[src/source/core_defines.svh]
`ifndef CORE_DEFINES_SVH
`define CORE_DEFINES_SVH

// Data and address width
`define CORE_XLEN 32

// Register index width and count
`define CORE_REG_BITS 5
`define CORE_NUM_REGS 32

// First fetch address after reset
`define CORE_RESET_PC 32'h0000_0000

// ADDI x0,x0,0
`define CORE_NOP 32'h0000_0013

`endif

[src/source/isa_pkg.sv]
`include "core_defines.svh"

package isa_pkg;

    typedef logic [`CORE_XLEN-1:0] word_t;
    typedef logic [`CORE_REG_BITS-1:0] reg_idx_t;

    // Major opcodes kept by this core
    typedef enum logic [6:0] {
        OPC_OP     = 7'b0110011,
        OPC_OP_IMM = 7'b0010011,
        OPC_LUI    = 7'b0110111,
        OPC_LOAD   = 7'b0000011,
        OPC_STORE  = 7'b0100011,
        OPC_BRANCH = 7'b1100011,
        OPC_JAL    = 7'b1101111
    } opcode_t;

    localparam logic [2:0] F3_ADD  = 3'b000;
    localparam logic [2:0] F3_SLL  = 3'b001;
    localparam logic [2:0] F3_SLT  = 3'b010;
    localparam logic [2:0] F3_SLTU = 3'b011;
    localparam logic [2:0] F3_XOR  = 3'b100;
    localparam logic [2:0] F3_SR   = 3'b101;
    localparam logic [2:0] F3_OR   = 3'b110;
    localparam logic [2:0] F3_AND  = 3'b111;
    localparam logic [2:0] F3_BNE  = 3'b001;

    // Selects SUB and SRA/SRAI
    localparam logic [6:0] F7_ALT = 7'b0100000;

    typedef struct packed {
        logic [6:0] funct7;
        reg_idx_t   rs2;
        reg_idx_t   rs1;
        logic [2:0] funct3;
        reg_idx_t   rd;
        opcode_t    opcode;
    } r_fmt_t;

    typedef struct packed {
        logic [11:0] imm;
        reg_idx_t    rs1;
        logic [2:0]  funct3;
        reg_idx_t    rd;
        opcode_t     opcode;
    } i_fmt_t;

    typedef struct packed {
        logic [6:0] imm_hi;
        reg_idx_t   rs2;
        reg_idx_t   rs1;
        logic [2:0] funct3;
        logic [4:0] imm_lo;
        opcode_t    opcode;
    } s_fmt_t;

    typedef struct packed {
        logic       imm12;
        logic [5:0] imm_10_5;
        reg_idx_t   rs2;
        reg_idx_t   rs1;
        logic [2:0] funct3;
        logic [3:0] imm_4_1;
        logic       imm11;
        opcode_t    opcode;
    } b_fmt_t;

    typedef struct packed {
        logic [19:0] imm;
        reg_idx_t    rd;
        opcode_t     opcode;
    } u_fmt_t;

    typedef struct packed {
        logic       imm20;
        logic [9:0] imm_10_1;
        logic       imm11;
        logic [7:0] imm_19_12;
        reg_idx_t   rd;
        opcode_t    opcode;
    } j_fmt_t;

    // One instruction word seen as each format
    typedef union packed {
        r_fmt_t r_fmt;
        i_fmt_t i_fmt;
        s_fmt_t s_fmt;
        b_fmt_t b_fmt;
        u_fmt_t u_fmt;
        j_fmt_t j_fmt;
    } instr_u;

endpackage

[src/source/pipe_pkg.sv]
package pipe_pkg;

    typedef enum logic [3:0] {
        ALU_ADD  = 4'd0,
        ALU_SUB  = 4'd1,
        ALU_SLL  = 4'd2,
        ALU_SLT  = 4'd3,
        ALU_SLTU = 4'd4,
        ALU_XOR  = 4'd5,
        ALU_SRL  = 4'd6,
        ALU_SRA  = 4'd7,
        ALU_OR   = 4'd8,
        ALU_AND  = 4'd9,
        // Branch compares
        ALU_EQ   = 4'd10,
        ALU_NE   = 4'd11
    } alu_op_t;

    // Carried from decode to writeback
    typedef enum logic [2:0] {
        CLS_ALU    = 3'd0,
        CLS_LOAD   = 3'd1,
        CLS_STORE  = 3'd2,
        CLS_BRANCH = 3'd3,
        CLS_JUMP   = 3'd4
    } op_class_t;

    typedef enum logic [1:0] {
        FROM_REG = 2'd0,
        FROM_MEM = 2'd1,
        FROM_WB  = 2'd2
    } fwd_sel_t;

endpackage

[src/source/fetch_stage.sv]
`timescale 1ns/100ps
`include "core_defines.svh"

module fetch_stage import isa_pkg::*; (
    input  logic  clk,
    input  logic  rst_n,
    input  logic  redirect,
    input  word_t redirect_pc,
    input  logic  load_stall,
    input  word_t instr,
    output word_t pc,
    output word_t if_pc,
    output word_t if_instr
);

    word_t pc_next;

    // Redirect has priority over a load-use stall
    always_comb begin
        if (redirect)
            pc_next = redirect_pc;
        else if (load_stall)
            pc_next = pc;
        else
            pc_next = pc + 32'd4;
    end

    always_ff @(posedge clk or negedge rst_n) begin
        if (!rst_n)
            pc <= `CORE_RESET_PC;
        else
            pc <= pc_next;
    end

    // Fetch-to-decode register
    always_ff @(posedge clk or negedge rst_n) begin
        if (!rst_n) begin
            if_pc    <= `CORE_RESET_PC;
            if_instr <= `CORE_NOP;
        end else if (redirect) begin
            // Squash the wrong-path word
            if_instr <= `CORE_NOP;
        end else if (!load_stall) begin
            if_pc    <= pc;
            if_instr <= instr;
        end
    end

endmodule

[src/source/decode_stage.sv]
`timescale 1ns/100ps
`include "core_defines.svh"

module decode_stage import isa_pkg::*, pipe_pkg::*; (
    input  logic      clk,
    input  logic      rst_n,
    input  word_t     if_pc,
    input  word_t     if_instr,
    input  logic      redirect,
    input  logic      wb_we,
    input  reg_idx_t  wb_rd,
    input  word_t     wb_result,
    output logic      load_stall,
    output word_t     ex_pc,
    output word_t     ex_rs1_val,
    output word_t     ex_rs2_val,
    output word_t     ex_imm,
    output reg_idx_t  ex_rs1,
    output reg_idx_t  ex_rs2,
    output reg_idx_t  ex_rd,
    output logic      ex_rd_we,
    output alu_op_t   ex_alu_op,
    output op_class_t ex_class,
    output logic      ex_use_imm
);

    instr_u    iw;
    reg_idx_t  rs1_idx;
    reg_idx_t  rs2_idx;
    word_t     imm;
    word_t     rs1_val;
    word_t     rs2_val;
    alu_op_t   alu_op;
    op_class_t op_class;
    logic      rd_we;
    logic      use_imm;
    word_t     regs [`CORE_NUM_REGS];

    assign iw = if_instr;

    function automatic alu_op_t alu_decode(input logic [2:0] f3, input logic alt);
        alu_op_t op;
        case (f3)
            F3_ADD:  op = alt ? ALU_SUB : ALU_ADD;
            F3_SLL:  op = ALU_SLL;
            F3_SLT:  op = ALU_SLT;
            F3_SLTU: op = ALU_SLTU;
            F3_XOR:  op = ALU_XOR;
            F3_SR:   op = alt ? ALU_SRA : ALU_SRL;
            F3_OR:   op = ALU_OR;
            default: op = ALU_AND;
        endcase
        return op;
    endfunction

    // Unused source indices are forced to x0 so they never stall or forward
    always_comb begin
        rs1_idx  = iw.r_fmt.rs1;
        rs2_idx  = '0;
        imm      = {{20{iw.i_fmt.imm[11]}}, iw.i_fmt.imm};
        alu_op   = ALU_ADD;
        op_class = CLS_ALU;
        rd_we    = 1'b0;
        use_imm  = 1'b1;
        case (iw.r_fmt.opcode)
            OPC_OP: begin
                rs2_idx = iw.r_fmt.rs2;
                alu_op  = alu_decode(iw.r_fmt.funct3, iw.r_fmt.funct7 == F7_ALT);
                rd_we   = 1'b1;
                use_imm = 1'b0;
            end
            OPC_OP_IMM: begin
                // Only the shift-right immediate uses the alternate bit
                alu_op = alu_decode(iw.r_fmt.funct3,
                                    iw.r_fmt.funct3 == F3_SR && iw.r_fmt.funct7 == F7_ALT);
                rd_we  = 1'b1;
            end
            OPC_LUI: begin
                // x0 plus the upper immediate
                rs1_idx = '0;
                imm     = {iw.u_fmt.imm, 12'b0};
                rd_we   = 1'b1;
            end
            OPC_LOAD: begin
                op_class = CLS_LOAD;
                rd_we    = 1'b1;
            end
            OPC_STORE: begin
                rs2_idx  = iw.s_fmt.rs2;
                imm      = {{20{iw.s_fmt.imm_hi[6]}}, iw.s_fmt.imm_hi, iw.s_fmt.imm_lo};
                op_class = CLS_STORE;
            end
            OPC_BRANCH: begin
                rs2_idx  = iw.b_fmt.rs2;
                imm      = {{19{iw.b_fmt.imm12}}, iw.b_fmt.imm12, iw.b_fmt.imm11,
                            iw.b_fmt.imm_10_5, iw.b_fmt.imm_4_1, 1'b0};
                alu_op   = (iw.b_fmt.funct3 == F3_BNE) ? ALU_NE : ALU_EQ;
                op_class = CLS_BRANCH;
                use_imm  = 1'b0;
            end
            OPC_JAL: begin
                rs1_idx  = '0;
                imm      = {{11{iw.j_fmt.imm20}}, iw.j_fmt.imm20, iw.j_fmt.imm_19_12,
                            iw.j_fmt.imm11, iw.j_fmt.imm_10_1, 1'b0};
                op_class = CLS_JUMP;
                rd_we    = 1'b1;
            end
            default: begin
                // Unknown opcode runs as a bubble
                rs1_idx = '0;
            end
        endcase
    end

    // Register file read with same-cycle writeback bypass
    function automatic word_t rf_read(input reg_idx_t idx);
        if (idx == '0)
            return '0;
        if (wb_we && wb_rd == idx)
            return wb_result;
        return regs[idx];
    endfunction

    always_comb begin
        rs1_val = rf_read(rs1_idx);
        rs2_val = rf_read(rs2_idx);
    end

    always_ff @(posedge clk) begin
        if (wb_we)
            regs[wb_rd] <= wb_result;
    end

    // Load in execute feeding this instruction
    assign load_stall = ex_class == CLS_LOAD && ex_rd != '0 &&
                        (ex_rd == rs1_idx || ex_rd == rs2_idx);

    always_ff @(posedge clk or negedge rst_n) begin
        if (!rst_n) begin
            ex_class <= CLS_ALU;
            ex_rd_we <= 1'b0;
        end else if (load_stall || redirect) begin
            ex_class <= CLS_ALU;
            ex_rd_we <= 1'b0;
        end else begin
            ex_class <= op_class;
            ex_rd_we <= rd_we;
        end
    end

    always_ff @(posedge clk) begin
        ex_pc      <= if_pc;
        ex_rs1_val <= rs1_val;
        ex_rs2_val <= rs2_val;
        ex_imm     <= imm;
        ex_rs1     <= rs1_idx;
        ex_rs2     <= rs2_idx;
        ex_rd      <= iw.r_fmt.rd;
        ex_alu_op  <= alu_op;
        ex_use_imm <= use_imm;
    end

endmodule

[src/source/execute_stage.sv]
`timescale 1ns/100ps
`include "core_defines.svh"

module execute_stage import isa_pkg::*, pipe_pkg::*; (
    input  logic      clk,
    input  logic      rst_n,
    input  word_t     ex_pc,
    input  word_t     ex_rs1_val,
    input  word_t     ex_rs2_val,
    input  word_t     ex_imm,
    input  reg_idx_t  ex_rs1,
    input  reg_idx_t  ex_rs2,
    input  reg_idx_t  ex_rd,
    input  logic      ex_rd_we,
    input  alu_op_t   ex_alu_op,
    input  op_class_t ex_class,
    input  logic      ex_use_imm,
    input  logic      wb_we,
    input  reg_idx_t  wb_rd,
    input  word_t     wb_result,
    output logic      redirect,
    output word_t     redirect_pc,
    output op_class_t mem_class,
    output reg_idx_t  mem_rd,
    output logic      mem_rd_we,
    output word_t     mem_result,
    output word_t     mem_store_data
);

    localparam int SHAMT_BITS = $clog2(`CORE_XLEN);

    fwd_sel_t              sel_a;
    fwd_sel_t              sel_b;
    word_t                 op_a;
    word_t                 op_b;
    word_t                 rs2_fwd;
    word_t                 alu_res;
    word_t                 result;
    logic [SHAMT_BITS-1:0] shamt;
    logic                  equal;

    // Newer stage wins; a load in memory has no data yet
    function automatic fwd_sel_t fwd_pick(input reg_idx_t rs);
        if (rs == '0)
            return FROM_REG;
        if (mem_rd_we && mem_class != CLS_LOAD && mem_rd == rs)
            return FROM_MEM;
        if (wb_we && wb_rd == rs)
            return FROM_WB;
        return FROM_REG;
    endfunction

    function automatic word_t fwd_value(input fwd_sel_t sel, input word_t reg_val);
        case (sel)
            FROM_MEM: return mem_result;
            FROM_WB:  return wb_result;
            default:  return reg_val;
        endcase
    endfunction

    always_comb begin
        sel_a   = fwd_pick(ex_rs1);
        sel_b   = fwd_pick(ex_rs2);
        op_a    = fwd_value(sel_a, ex_rs1_val);
        rs2_fwd = fwd_value(sel_b, ex_rs2_val);
        op_b    = ex_use_imm ? ex_imm : rs2_fwd;
    end

    assign shamt = op_b[SHAMT_BITS-1:0];

    always_comb begin
        case (ex_alu_op)
            ALU_ADD:  alu_res = op_a + op_b;
            ALU_SUB:  alu_res = op_a - op_b;
            ALU_SLL:  alu_res = op_a << shamt;
            ALU_SLT:  alu_res = word_t'($signed(op_a) < $signed(op_b));
            ALU_SLTU: alu_res = word_t'(op_a < op_b);
            ALU_XOR:  alu_res = op_a ^ op_b;
            ALU_SRL:  alu_res = op_a >> shamt;
            ALU_SRA:  alu_res = word_t'($signed(op_a) >>> shamt);
            ALU_OR:   alu_res = op_a | op_b;
            ALU_AND:  alu_res = op_a & op_b;
            default:  alu_res = '0;
        endcase
    end

    // JAL writes the link address
    assign result = (ex_class == CLS_JUMP) ? ex_pc + 32'd4 : alu_res;

    assign equal       = op_a == op_b;
    assign redirect    = ex_class == CLS_JUMP ||
                         (ex_class == CLS_BRANCH && (ex_alu_op == ALU_NE ? !equal : equal));
    assign redirect_pc = ex_pc + ex_imm;

    always_ff @(posedge clk or negedge rst_n) begin
        if (!rst_n) begin
            mem_class <= CLS_ALU;
            mem_rd_we <= 1'b0;
        end else begin
            mem_class <= ex_class;
            mem_rd_we <= ex_rd_we;
        end
    end

    always_ff @(posedge clk) begin
        mem_rd         <= ex_rd;
        mem_result     <= result;
        mem_store_data <= rs2_fwd;
    end

endmodule

[src/source/memory_writeback.sv]
`timescale 1ns/100ps

module memory_writeback import isa_pkg::*, pipe_pkg::*; (
    input  logic      clk,
    input  logic      rst_n,
    input  op_class_t mem_class,
    input  reg_idx_t  mem_rd,
    input  logic      mem_rd_we,
    input  word_t     mem_result,
    input  word_t     mem_store_data,
    input  word_t     mem_rdata,
    output word_t     mem_addr,
    output word_t     mem_wdata,
    output logic      mem_we,
    output logic      mem_re,
    output logic      wb_we,
    output reg_idx_t  wb_rd,
    output word_t     wb_result
);

    logic  wb_load;
    word_t wb_alu;
    word_t wb_rdata;

    // Data port with one pulse per access
    assign mem_addr  = mem_result;
    assign mem_wdata = mem_store_data;
    assign mem_we    = mem_class == CLS_STORE;
    assign mem_re    = mem_class == CLS_LOAD;

    always_ff @(posedge clk or negedge rst_n) begin
        if (!rst_n) begin
            wb_we   <= 1'b0;
            wb_load <= 1'b0;
        end else begin
            // Writes to x0 are dropped here
            wb_we   <= mem_rd_we && mem_rd != '0;
            wb_load <= mem_class == CLS_LOAD;
        end
    end

    always_ff @(posedge clk) begin
        wb_rd    <= mem_rd;
        wb_alu   <= mem_result;
        wb_rdata <= mem_rdata;
    end

    assign wb_result = wb_load ? wb_rdata : wb_alu;

endmodule

[src/source/riscv_core.sv]
`timescale 1ns/100ps

module riscv_core import isa_pkg::*, pipe_pkg::*; (
    input  logic  clk,
    input  logic  rst_n,
    output word_t pc,
    input  word_t instr,
    output word_t mem_addr,
    output word_t mem_wdata,
    output logic  mem_we,
    output logic  mem_re,
    input  word_t mem_rdata
);

    // Fetch to decode
    word_t     if_pc;
    word_t     if_instr;
    logic      load_stall;
    logic      redirect;
    word_t     redirect_pc;

    // Decode to execute
    word_t     ex_pc;
    word_t     ex_rs1_val;
    word_t     ex_rs2_val;
    word_t     ex_imm;
    reg_idx_t  ex_rs1;
    reg_idx_t  ex_rs2;
    reg_idx_t  ex_rd;
    logic      ex_rd_we;
    alu_op_t   ex_alu_op;
    op_class_t ex_class;
    logic      ex_use_imm;

    // Execute to memory
    op_class_t mem_class;
    reg_idx_t  mem_rd;
    logic      mem_rd_we;
    word_t     mem_result;
    word_t     mem_store_data;

    // Writeback to register file and forwarding
    logic      wb_we;
    reg_idx_t  wb_rd;
    word_t     wb_result;

    // Stage ports share their names with the nets above
    fetch_stage i_fetch (.*);

    decode_stage i_decode (.*);

    execute_stage i_execute (.*);

    memory_writeback i_mem_wb (.*);

endmodule

[config.mk]
export PLATFORM = sky130hd
export DESIGN_NAME = riscv_core
export DESIGN_NICKNAME = d
export VERILOG_FILES = /design/src/source/isa_pkg.sv /design/src/source/pipe_pkg.sv /design/src/source/fetch_stage.sv /design/src/source/decode_stage.sv /design/src/source/execute_stage.sv /design/src/source/memory_writeback.sv /design/src/source/riscv_core.sv
export VERILOG_INCLUDE_DIRS = /design/src /design/src/source
export SDC_FILE = /design/constraint.sdc
export NUM_CORES = 2
export LEC_CHECK = 0
export CELL_PAD_IN_SITES_DETAIL_PLACEMENT = 0
export CELL_PAD_IN_SITES_GLOBAL_PLACEMENT = 1
export CORE_ASPECT_RATIO = 0.8
export CORE_MARGIN = 2
export CORE_UTILIZATION = 45
export CTS_BUF_LIST = sky130_fd_sc_hd__clkbuf_16
export DETAILED_ROUTE_END_ITERATION = 7
export DONT_BUFFER_PORTS = 1
export GPL_ROUTABILITY_DRIVEN = 0
export PLACE_DENSITY = 0.73
export SYNTH_ARGS = -nofsm -noshare
export SYNTH_HDL_FRONTEND = slang
export SYNTH_SLANG_ARGS = --single-unit
export TNS_END_PERCENT = 5
[constraint.sdc]
create_clock -name clk -period 11.31 [get_ports clk]
set_input_delay 0.5655 -clock clk [delete_from_list [all_inputs] [get_ports clk]]
set_output_delay 0.5655 -clock clk [all_outputs]
set_load 0.005 [all_outputs]
==> impl_metrics.ini <==
[power]
p_sw_mw = 3.51
power_frac_comb = 0.121
power_density_mw_per_mm2 = 151
power.leakage_nw = 31.4
peakVddDrop_uv = 168
p_sw_frac = 0.285
pwr-share-clk = 0.379
internal_power_mw = 8.83
p_seq_frac = 0.500

[synthesis]
syn_nets = 7672
yosys_warnings = 0
synth_area_per_cell_um2 = 9.98
ys_ff_latch = 1416
syn_area_mm2 = 0.0745
synth_cells = 7467
synth_seq_area_share = 0.525
synth_cell_types = 106
synth-edff-count = 1024
synth-main-ff-cell = edfxtp_1
async_flop_share = 0.0749

[detailed_routing]
ant_nets = 0
vias = 65000
drt_iter0_markers = 11100
dr.pass1.iters = 8
drc = 216
vias_per_cell = 6.85
finalWirelength_um = 311000
wl_per_cell_um = 32.8

[sta]
tightest_slew_ns = 1.42
period_needed_ns = 9.30
skew_ns = 0.0422
setup_tns_ns = 0
fmax_mhz = 108
rsz0062_at_grt = no
relSlewSlack = 0.0480
finalHoldViolCount = 0
layout_worst_path_cycle_share = 0.822
drv_slew = 0
setup_viol = 0

[critical_path]
start_kind = flip-flop
arrival_ns = 10.01
cp-end-kind = flip-flop
crit_type = reg -> reg
crit_path_max_fanout = 81
worstPathRequired_ns = 12.02

[clock_network]
cts_hold_buf = 66
tritoncts = done
clock-sinks = 1416
cts-resized-gates = 0
clkLatencyLatePin_ns = 0.82
numCtsBuffers = 145
cts_setup_buffers = 0
clockRootBuffer = clkbuf_16
clockBufferDepth = 3
clkTransAtPathRegs_ns = 0.07
htree_num_levels = 4

[final_layout]
fin_area_mm2 = 0.0815
nNetsFinal = 7416
multi_input_area_mm2 = 0.0327
seqCellArea_mm2 = 0.0391
synthToLayoutAreaGrowth_pct = 9.39
layout-drive-gt1-share = 0.0715
fillerInstances = 14800

[place]
post_dp_cell_area_mm2 = 0.0763
dp_hpwl_um = 191000
port_buffers = 0

[floorplan]
dieArea_mm2 = 0.169
die_y_um = 368
start_util = 0.453
rows = 133
num_io_pins = 164
die_w_um = 459
coreArea_mm2 = 0.164

[run_status]
outcome = complete, but fails checks
violations = DRC

[global_route]
antenna_found_initial = 27
gr-usage-all-layers = 0.356
grt_pass1_wl_um = 438000
grt_max_degree = 143
grt_pass1_vias = 59300
overflow = 0

[worst_hold_path]
hold_path.class = in -> reg

[job]
drv_cap = 0
[sequential cells by signal (all words and copies together) (netlist names), 3 cells and up]
signal and flops:
i_decode.ex_rs1 5, i_decode.ex_rs1_val 32, i_mem_wb.wb_alu 32, i_fetch.pc 32, i_execute.mem_rd 5, i_decode.ex_alu_op 4
i_decode.ex_pc 32, i_decode.ex_rd 5, i_decode.ex_rs2 5, i_decode.regs 1024, i_mem_wb.wb_rdata 32, i_execute.mem_result 32
i_fetch.if_pc 32, i_execute.mem_store_data 32, i_mem_wb.wb_rd 5, i_decode.ex_imm 32, i_execute.mem_class 3, i_decode.ex_class 3
i_decode.ex_rs2_val 32, i_fetch.if_instr 32
[critical path: stages, from the launching register on]
cell and delay [ns]:
dfrtp_1 0.38, nor3b_1 0.77, nand2b_1 0.24, nor4_1 0.07, nor4_1 0.51, ha_2 0.28, buf_4 0.55, inv_1 0.52
o21ai_2 0.65, inv_1 0.14, ha_1 0.44, nor4_2 0.43, nand4_1 0.19, or2_0 0.27, nor4_1 0.83, xnor2_1 0.38
a31oi_4 0.25, buf_4 0.72, nand2_2 0.80, nor4b_1 0.50, a21oi_1 0.07, o21ai_0 0.08
[cells in the final DEF (no fill, tap or decap), types with 164 or more instances in the layout]
master | Yosys | layout
nor2_1 | 273 | 239
a21oi_1 | 308 | 308
inv_1 | 139 | 171
nand2_1 | 1491 | 1489
nand3_1 | 669 | 667
o21ai_0 | 222 | 221
dfxtp_1 | 286 | 284
a31oi_1 | 184 | 184
mux2i_1 | 446 | 446
edfxtp_1 | 1024 | 1024
a311oi_1 | 164 | 164
[power by group through the flow]
stage | Combinational [mW] | Sequential, mW | Clock [mW]
2_1_floorplan | 0.875 | 6.08 | 0
3_3_place_gp | 1.36 | 6.25 | 0
5_1_grt | 1.55 | 6.17 | 4.90
6_report | 1.49 | 6.17 | 4.68
3_5_place_dp | 1.37 | 6.25 | 0
4_1_cts | 1.41 | 6.14 | 4.71
[stage by stage]
| step | total power [mW] | worst slack [ns] | hold slack (ns) | util | instances |
|---|---|---|---|---|---|
| after floorplan | 6.96 | 5.42 | 0.270 | - | 7467 |
| after global placement | 7.62 | 2.75 | 0.273 | 0.464 | 9156 |
| after detailed placement | 7.62 | 2.72 | 0.273 | 0.464 | 9157 |
| after CTS | 12.3 | 2.61 | 0.250 | 0.496 | 9485 |
| after global routing | 12.6 | 1.87 | 0.298 | 0.496 | 9489 |
| final | 12.3 | 2.01 | 0.300 | 0.496 | 9494 |
[final timing paths]
path                                              from  slack [ns]              endpoint  cells after the start
worst max register to register  i_execute.mem_class[2]        2.01        i_fetch.pc[19]                     21
min in group asynchronous                        rst_n        0.39      i_mem_wb.wb_load                      2
worst max-delay path            i_execute.mem_class[2]        2.01        i_fetch.pc[19]                     21
max in group asynchronous                        rst_n       10.30  i_fetch.if_instr[15]                      2
worst min-delay path                      mem_rdata[6]        0.30  i_mem_wb.wb_rdata[6]                      1
worst min register to register       i_decode.ex_rd_we        0.35   i_execute.mem_rd_we                      0
[logic make-up after synthesis]
group | count (synthesis) | share of synthesized area
and+or+nand+nor | 2770 | 0.162
DFF | 1416 | 0.525
AOI/OAI and AO/OA | 1740 | 0.165
xor gates and xnor gates | 122 | 0.0143
adders and majority gates | 139 | 0.0236
muxes | 508 | 0.0699
buffers and inverters | 772 | 0.0411
[cell type report]
cell class              count  share of cell area
diodes                      8            0.000246
clock buffers             149              0.0457
clock inverters           113             0.00927
inverters                 149             0.00726
multi-input cells        5279               0.401
flip-flops and latches   1416               0.480
well taps                2160              0.0331
repair buffers            220              0.0237
[per-layer routing]
| metal | track usage | routed length (um) | vias to the layer above |
|---|---|---|---|
| met1 | 0.505 | 126000 | 32000 |
| met4 | 0.126 | 12800 | 34 |
| met2 | 0.487 | 124000 | 4736 |
| met5 | 0.0285 | 828 | - |
| li1 | - | - | 27400 |
| met3 | 0.140 | 47400 | 817 |
[cell usage after synthesis, drive strengths merged, types with 43 or more instances]
cell type / instances / area (um^2)
a211oi: 161 / 1210
a21o: 51 / 383
a21oi: 308 / 1540
a221o: 45 / 450
a221oi: 155 / 1370
a22oi: 43 / 342
a311oi: 164 / 1440
a31oi: 185 / 1170
buf: 132 / 657
clkbuf: 491 / 1840
dfrtp: 103 / 2580
dfxtp: 286 / 5730
edfxtp: 1024 / 30700
ha: 136 / 1700
inv: 146 / 551
mux2: 61 / 721
mux2i: 446 / 4460
nand2: 1493 / 5610
nand3: 669 / 3350
nor2: 273 / 1020
nor3: 120 / 601
o211ai: 113 / 848
o21ai: 258 / 1310
o32ai: 68 / 596
xnor2: 70 / 613
xor2: 52 / 455
No activity file was read; power rests on OpenSTA's default activity.
